==> src/source/vis_cfg_pkg.sv <==
package vis_cfg_pkg;

   // ------------------------------------------------
   // array geometry
   // ------------------------------------------------
   localparam int NUM_ANT  = 4;                       // antennas, 2 sign bits each
   localparam int NUM_PAIR = NUM_ANT*(NUM_ANT-1)/2;   // unique pairs a < b
   localparam int NUM_WORD = 2*NUM_PAIR;              // real + imag per pair

   // visibility word and buffer addressing
   localparam int WORD_W = 32;
   localparam int WADR_W = 4;                         // word address, 12 of 16 used
   localparam int BADR_W = WADR_W + 2;                // byte address, 4 bytes per word

   // ------------------------------------------------
   // integration window
   // ------------------------------------------------
   // bank swaps after this many valid samples
   localparam int WINDOW_LEN = 64;

endpackage

==> src/source/vis_bus_pkg.sv <==
package vis_bus_pkg;
   import vis_cfg_pkg::*;

   // prefetcher -> correlators, one-cycle read strobe
   typedef struct packed {
      logic              stb;
      logic [WADR_W-1:0] adr;
   } corr_req_t;

   // correlators -> prefetcher, ack one cycle after stb
   typedef struct packed {
      logic              ack;
      logic [WORD_W-1:0] dat;
   } corr_rsp_t;

   // host byte port
   typedef struct packed {
      logic              stb;
      logic [BADR_W-1:0] adr;
   } host_req_t;

   typedef struct packed {
      logic       ack;
      logic [7:0] dat;
   } host_rsp_t;

   // prefetcher -> buffer write side
   typedef struct packed {
      logic              stb;
      logic [WADR_W-1:0] adr;
      logic [WORD_W-1:0] dat;
   } buf_wr_t;

   typedef enum logic [1:0] {
      PF_IDLE = 2'd0,   // waiting for a bank switch
      PF_REQ  = 2'd1,   // strobe out to the correlators
      PF_WAIT = 2'd2    // waiting on the ack
   } pf_state_e;

endpackage

==> src/source/correlator_bank.sv <==
module correlator_bank
   import vis_cfg_pkg::*;
   import vis_bus_pkg::*;
(
   input  logic                 clk_i,
   input  logic                 rst_i,
   input  logic [2*NUM_ANT-1:0] smp_i,      // {q,i} per antenna, antenna 0 in the lsbs
   input  logic                 smp_vld_i,
   input  corr_req_t            req_i,
   output corr_rsp_t            rsp_o,
   output logic                 switch_o    // one cycle after the bank swap
);

   // two banks of accumulators, word 2p = real, 2p+1 = imag of pair p
   logic [WORD_W-1:0]             acc [2][NUM_WORD];
   logic                          act;          // bank currently integrating
   logic [$clog2(WINDOW_LEN)-1:0] cnt;          // valid samples in this window
   logic                          swap;

   logic [1:0] inc_re [NUM_PAIR];
   logic [1:0] inc_im [NUM_PAIR];

   // ------------------------------------------------
   // correlation rule, all pairs in parallel
   // ------------------------------------------------
   always_comb begin
      int p;
      logic ai, aq, bi, bq;
      p = 0;
      for (int a = 0; a < NUM_ANT; a++) begin
         for (int b = a + 1; b < NUM_ANT; b++) begin
            ai = smp_i[2*a];
            aq = smp_i[2*a+1];
            bi = smp_i[2*b];
            bq = smp_i[2*b+1];
            // agreement counts, each 0..2
            inc_re[p] = {1'b0, ai ~^ bi} + {1'b0, aq ~^ bq};
            inc_im[p] = {1'b0, aq ~^ bi} + {1'b0, ai ^ bq};   // 2nd term is disagreement
            p++;
         end
      end
   end

   // last sample of the window lands in the old bank, same edge swaps
   assign swap = smp_vld_i && (cnt == WINDOW_LEN - 1);

   // ------------------------------------------------
   // window counter, accumulate, bank swap
   // ------------------------------------------------
   always_ff @(posedge clk_i) begin
      if (rst_i) begin
         act      <= 1'b0;
         cnt      <= '0;
         switch_o <= 1'b0;
         for (int b = 0; b < 2; b++) begin
            for (int w = 0; w < NUM_WORD; w++) begin
               acc[b][w] <= '0;
            end
         end
      end else begin
         switch_o <= swap;                       // delayed one clock
         if (smp_vld_i) begin
            cnt <= swap ? '0 : cnt + 1'b1;
            for (int p = 0; p < NUM_PAIR; p++) begin
               acc[act][2*p]   <= acc[act][2*p]   + WORD_W'(inc_re[p]);
               acc[act][2*p+1] <= acc[act][2*p+1] + WORD_W'(inc_im[p]);
            end
         end
         if (swap) begin
            act <= ~act;
            // bank about to integrate starts from zero
            for (int w = 0; w < NUM_WORD; w++) begin
               acc[~act][w] <= '0;
            end
         end
      end
   end

   // ------------------------------------------------
   // read port, frozen bank only
   // ------------------------------------------------
   always_ff @(posedge clk_i) begin
      if (req_i.stb) begin
         rsp_o.dat <= acc[~act][req_i.adr];      // 12..15 are unmapped
      end
      if (rst_i) begin
         rsp_o.ack <= 1'b0;
      end else begin
         rsp_o.ack <= req_i.stb;                 // fixed one-cycle latency
      end
   end

endmodule

==> src/source/tart_vis_top.sv <==
module tart_vis_top
   import vis_cfg_pkg::*;
   import vis_bus_pkg::*;
(
   input  logic                 clk_i,
   input  logic                 rst_i,
   input  logic [2*NUM_ANT-1:0] smp_i,
   input  logic                 smp_vld_i,
   input  host_req_t            host_req_i,
   output host_rsp_t            host_rsp_o,
   output logic                 available_o,
   output logic [WORD_W-1:0]    checksum_o
);

   logic      switch;     // bank swap pulse
   corr_req_t corr_req;   // prefetcher <-> correlators
   corr_rsp_t corr_rsp;
   buf_wr_t   buf_wr;     // prefetcher -> buffer

   // ------------------------------------------------
   // correlators, prefetch, buffer
   // ------------------------------------------------
   correlator_bank u_corr (
      .clk_i     (clk_i),
      .rst_i     (rst_i),
      .smp_i     (smp_i),
      .smp_vld_i (smp_vld_i),
      .req_i     (corr_req),
      .rsp_o     (corr_rsp),
      .switch_o  (switch)
   );

   vis_prefetch u_prefetch (
      .clk_i       (clk_i),
      .rst_i       (rst_i),
      .switch_i    (switch),
      .req_o       (corr_req),
      .rsp_i       (corr_rsp),
      .wr_o        (buf_wr),
      .available_o (available_o),
      .checksum_o  (checksum_o)
   );

   // host side reads bytes out of here
   vis_buffer u_buffer (
      .clk_i      (clk_i),
      .wr_i       (buf_wr),
      .host_req_i (host_req_i),
      .host_rsp_o (host_rsp_o)
   );

endmodule

==> src/source/vis_buffer.sv <==
module vis_buffer
   import vis_cfg_pkg::*;
   import vis_bus_pkg::*;
(
   input  logic      clk_i,
   input  buf_wr_t   wr_i,         // 32-bit side from the prefetcher
   input  host_req_t host_req_i,   // 8-bit side for the host
   output host_rsp_t host_rsp_o
);

   logic [WORD_W-1:0] mem [NUM_WORD];

   logic [WADR_W-1:0] rd_word;
   logic [1:0]        rd_lane;
   logic [WORD_W-1:0] rd_data;

   // ------------------------------------------------
   // write port
   // ------------------------------------------------
   always_ff @(posedge clk_i) begin
      if (wr_i.stb) begin
         mem[wr_i.adr] <= wr_i.dat;
      end
   end

   // ------------------------------------------------
   // host byte read
   // ------------------------------------------------
   // byte n -> word n/4, lane n mod 4, little-endian
   assign rd_word = host_req_i.adr[BADR_W-1:2];
   assign rd_lane = host_req_i.adr[1:0];
   assign rd_data = mem[rd_word];

   always_ff @(posedge clk_i) begin
      host_rsp_o.ack <= host_req_i.stb;   // follows strobe, low while host idles
      if (host_req_i.stb) begin
         host_rsp_o.dat <= rd_data[8*rd_lane +: 8];
      end
   end

endmodule

==> src/source/vis_prefetch.sv <==
module vis_prefetch
   import vis_cfg_pkg::*;
   import vis_bus_pkg::*;
(
   input  logic              clk_i,
   input  logic              rst_i,
   input  logic              switch_i,      // banks just swapped
   output corr_req_t         req_o,
   input  corr_rsp_t         rsp_i,
   output buf_wr_t           wr_o,
   output logic              available_o,   // buffer holds a full window
   output logic [WORD_W-1:0] checksum_o
);

   pf_state_e         state;
   logic [WADR_W-1:0] wadr;                  // word being fetched
   logic              last_word;

   assign last_word = (wadr == WADR_W'(NUM_WORD - 1));

   // ------------------------------------------------
   // bus outputs
   // ------------------------------------------------
   always_comb begin
      req_o.stb = (state == PF_REQ);         // one cycle per word
      req_o.adr = wadr;

      // forward straight from the response, same cycle as ack
      wr_o.stb  = (state == PF_WAIT) && rsp_i.ack;
      wr_o.adr  = wadr;
      wr_o.dat  = rsp_i.dat;
   end

   // ------------------------------------------------
   // fetch FSM, two cycles per word
   // ------------------------------------------------
   always_ff @(posedge clk_i) begin
      if (rst_i) begin
         state       <= PF_IDLE;
         wadr        <= '0;
         available_o <= 1'b0;
         checksum_o  <= '0;
      end else if (switch_i) begin
         // new window, also restarts a fetch in progress
         state       <= PF_REQ;
         wadr        <= '0;
         available_o <= 1'b0;
         checksum_o  <= '0;
      end else begin
         case (state)
            PF_IDLE: begin
               state <= PF_IDLE;             // hold until next switch
            end
            PF_REQ: begin
               state <= PF_WAIT;
            end
            PF_WAIT: begin
               if (rsp_i.ack) begin
                  checksum_o <= checksum_o + rsp_i.dat;   // mod 2^32 wrap
                  if (last_word) begin
                     state       <= PF_IDLE;
                     available_o <= 1'b1;
                  end else begin
                     wadr  <= wadr + 1'b1;
                     state <= PF_REQ;
                  end
               end
            end
            default: begin
               state <= PF_IDLE;
            end
         endcase
      end
   end

endmodule

==> config.mk <==
export PLATFORM = sky130hd
export DESIGN_NAME = tart_vis_top
export DESIGN_NICKNAME = d
export VERILOG_FILES = /design/src/source/vis_cfg_pkg.sv /design/src/source/vis_bus_pkg.sv /design/src/source/correlator_bank.sv /design/src/source/tart_vis_top.sv /design/src/source/vis_buffer.sv /design/src/source/vis_prefetch.sv
export SDC_FILE = /design/constraint.sdc
export NUM_CORES = 2
export LEC_CHECK = 0
export BUFFER_PORTS_ARGS = -buffer_cell sky130_fd_sc_hd__buf_4
export CORE_UTILIZATION = 60
export CTS_CLUSTER_SIZE = 40
export DETAILED_ROUTE_END_ITERATION = 10
export PLACE_DENSITY = 0.79
export RECOVER_POWER = 100
export SLEW_MARGIN = 15
export SYNTH_ARGS = -nofsm -noshare
export SYNTH_HDL_FRONTEND = slang
export SYNTH_HIERARCHICAL = 1
export SYNTH_SLANG_ARGS = --single-unit
==> constraint.sdc <==
create_clock -name clk_i -period 6.15 [get_ports clk_i]
set_clock_uncertainty 0.05 [all_clocks]
set_input_delay 1.23 -clock clk_i [delete_from_list [all_inputs] [get_ports clk_i]]
set_output_delay 1.23 -clock clk_i [all_outputs]
set_load 0.01 [all_outputs]
==> flow_metrics.tcl <==
set metrics [dict create \
    clkTransAtPathRegs_ns 0.06 \
    violations "max-capacitance violations, max-slew violations" \
    gr-total-overflow 0 \
    num_vias 63800 \
    antenna_left 0 \
    status "finished with violations" \
    path_class "input port to register" \
    yosysWarnings 6 \
    ir_drop_mv 0.292 \
    first_iter_violations 9015 \
    synth_area_leaders "dfxtp_1 22%, edfxtp_1 17%, mux4_2 8.2%" \
    hold_path_depth 2 \
    required_ns 6.79 \
    portBuffers 59 \
    viasPerCell 7.13 \
    finalPower_mw 17.8 \
    fmax_mhz 178 \
    setup_ws_ns 0.523 \
    holdWs_ns 0.430 \
    hold_viol_final 0 \
    cts_setup_buffers 0 \
    min-delay-start "u_prefetch/checksum_o[0]$_SDFFE_PP0P_" \
    clk_latency_ns 0.77 \
    pwr_density_cell_mw_per_mm2 227 \
    r2r_slack_ns 0.63 \
    fillers 9322 \
    syn_area_mm2 0.0732 \
    synth_area_leader_cell "dfxtp_1" \
    gp_congestion 0.950 \
    synthFlopType "dfxtp_1" \
    dpl_worst_slack_ns 1.29 \
    setup_tns_ns 0 \
    ys_ff_latch 1242 \
    rr_worst_depth 9 \
    syn_inst 7537 \
    finalCriticalPeriod_ns 5.63 \
    wl_per_cell_um 26.6 \
    dieHeight_um 351 \
    ctsResizeCount 0 \
    synth_top_cell_area_share_pct 22.4 \
    core-area_mm2 0.120 \
    die_w_um 351 \
    syn_area_per_cell_um2 9.71 \
    drc 0 \
    grt_max_degree 202 \
    worst_pin_slew_ns 2.90 \
    synth_edf_count 424 \
    power.leakage_nw 25.8 \
    antenna_found_initial 8 \
    area_growth_pct 7.12 \
    slew_violations 1090 \
    critPathLaunch "rst_i" \
    io_pins 60 \
    cts_root_buffer "clkbuf_16" \
    cts-buffers-inserted 137 \
    worstPathArrival_ns 6.27 \
    synthArstFlopShare_pct 0 \
    track_usage_pct 37.5 \
    rows 127 \
    drtPass1Iterations 9 \
    end_kind "register" \
    htree_levels 4 \
    start_util_pct 60.8 \
    maxCapViolations 25 \
    whs_endpoint "u_prefetch/checksum_o[0]$_SDFFE_PP0P_" \
    drive_above_1_share_pct 10.4 \
    nets 7296 \
    grt_pass1_wl_mm 359 \
    fin_crit_sh_pct 91.5 \
    setup_viol_count_final 0 \
    slew_headroom_pct -93.4 \
    grt_pass1_vias 60400 \
    rsz0062_at_grt "no" \
    critPathMaxFanout 34 \
    r2r-end "u_corr/acc[1][95]$_SDFFE_PP0P_" \
    syn-num-nets 7615 \
    cts_hold_buf 0 \
    ys_seq_area_share_pct 39.8 \
    wirelength_mm 238 \
    ys_types 104 \
    start_kind "input port" \
    clock_sinks 1242 \
    dieArea_mm2 0.123 \
    hpwl_mm 146 \
    cts_tree "yes" \
    clockBufferDepth 3 \
    hp-class "register to register" \
]
## through the flow
stage / instances / utilization [%] / instance area [um2]
2_1_floorplan: 7537 / - / 73200
3_3_place_gp: 8691 / 61.6 / 74200
3_5_place_dp: 8691 / 61.6 / 74200
4_1_cts: 8938 / 65.5 / 78900
5_1_grt: 8938 / 65.1 / 78400
6_report: 8940 / 65.1 / 78400
## routing by layer
layer,global-route usage (%),share of wire (%)
met1,47.8,37
met4,25.4,7.3
met2,57.1,44
met3,8.21,12
met5,0,0.036
## worst max-delay path by stage
stage	endpoint	slack, ns	depth (start not counted)
final	u_corr/acc[0][115]$_SDFFE_PP0P_	0.52	7
after global routing	u_corr/acc[1][91]$_SDFFE_PP0P_	0.64	9
after CTS	u_corr/acc[1][127]$_SDFFE_PP0P_	1.59	8
after detailed placement	u_corr/acc[1][127]$_SDFFE_PP0P_	1.29	9
after global placement	u_corr/acc[1][382]$_SDFFE_PP0P_	1.28	12
after floorplan	u_corr/acc[1][90]$_SDFFE_PP0P_	0.80	23
## critical path, stage by stage
cell and delay [ns]:
clkbuf_1 1.06, buf_4 0.67, nand2b_4 0.39, nor2_1 1.26
clkbuf_1 1.17, a22oi_1 0.26, nand2_1 0.14
## cell usage in the layout (no fill, tap or decap), drive strengths merged, types with 284 or more instances in the layout
cell type    n
nor2       559
o21ai      593
a22oi      330
xnor2      322
mux2i      318
mux4       284
a21oi      337
nand3      320
edfxtp     424
nand2      631
dfxtp      818
## power breakdown
part / internal (mW) / leakage, nW / switching (mW)
combinational: 0.232 / 13.0 / 0.506
clock: 5.01 / 2.28 / 3.57
sequential: 8.46 / 10.5 / 0.0280
total: 13.7 / 25.8 / 4.11
## cell families after synthesis
| kind of cell | Yosys count | synth area share (%) |
|---|---|---|
| AOI/OAI and AO/OA | 1885 | 17.0 |
| buffers and inverters | 738 | 4.42 |
| adders and majority gates | 60 | 1.16 |
| xor gates and xnor gates | 595 | 7.12 |
| DFF | 1242 | 39.8 |
| muxes | 651 | 13.9 |
| and+or+nand+nor | 2366 | 16.7 |
## flip-flops by register name (all words and copies together), names as in the netlist, named ones only
signal	flops
u_prefetch/wadr	4
u_corr/cnt	6
u_corr/act	1
u_prefetch/checksum_o	32
u_prefetch/state	2
u_buffer/host_rsp_o	9
u_corr/acc	768
u_buffer/mem	384
u_corr/rsp_o	33
u_corr/switch_o	1
u_prefetch/available_o	1
## Yosys cell counts, drive strengths merged, types with 151 or more instances
cell	instances
a21oi	337
mux4	284
o21ai	593
nor2	559
clkbuf	400
nand3	320
nand2	631
xor2	273
a22o	182
xnor2	322
a22oi	330
dfxtp	818
buf	226
edfxtp	424
mux2i	318
nor3	151
nand3b	153
## layout make-up
type                       count  area, um2  area share [%]
clock buffer                 192       3940            5.02
inverter                     112        425           0.543
antenna                        2       5.00         0.00638
tap                         1612       2020            2.57
clock inverter                55        737           0.940
timing repair buffer         168       1230            1.57
sequential                  1242      29100            37.1
multi-input combinational   5557      40900            52.2
Note: power is estimated with default switching activity, not from simulation.
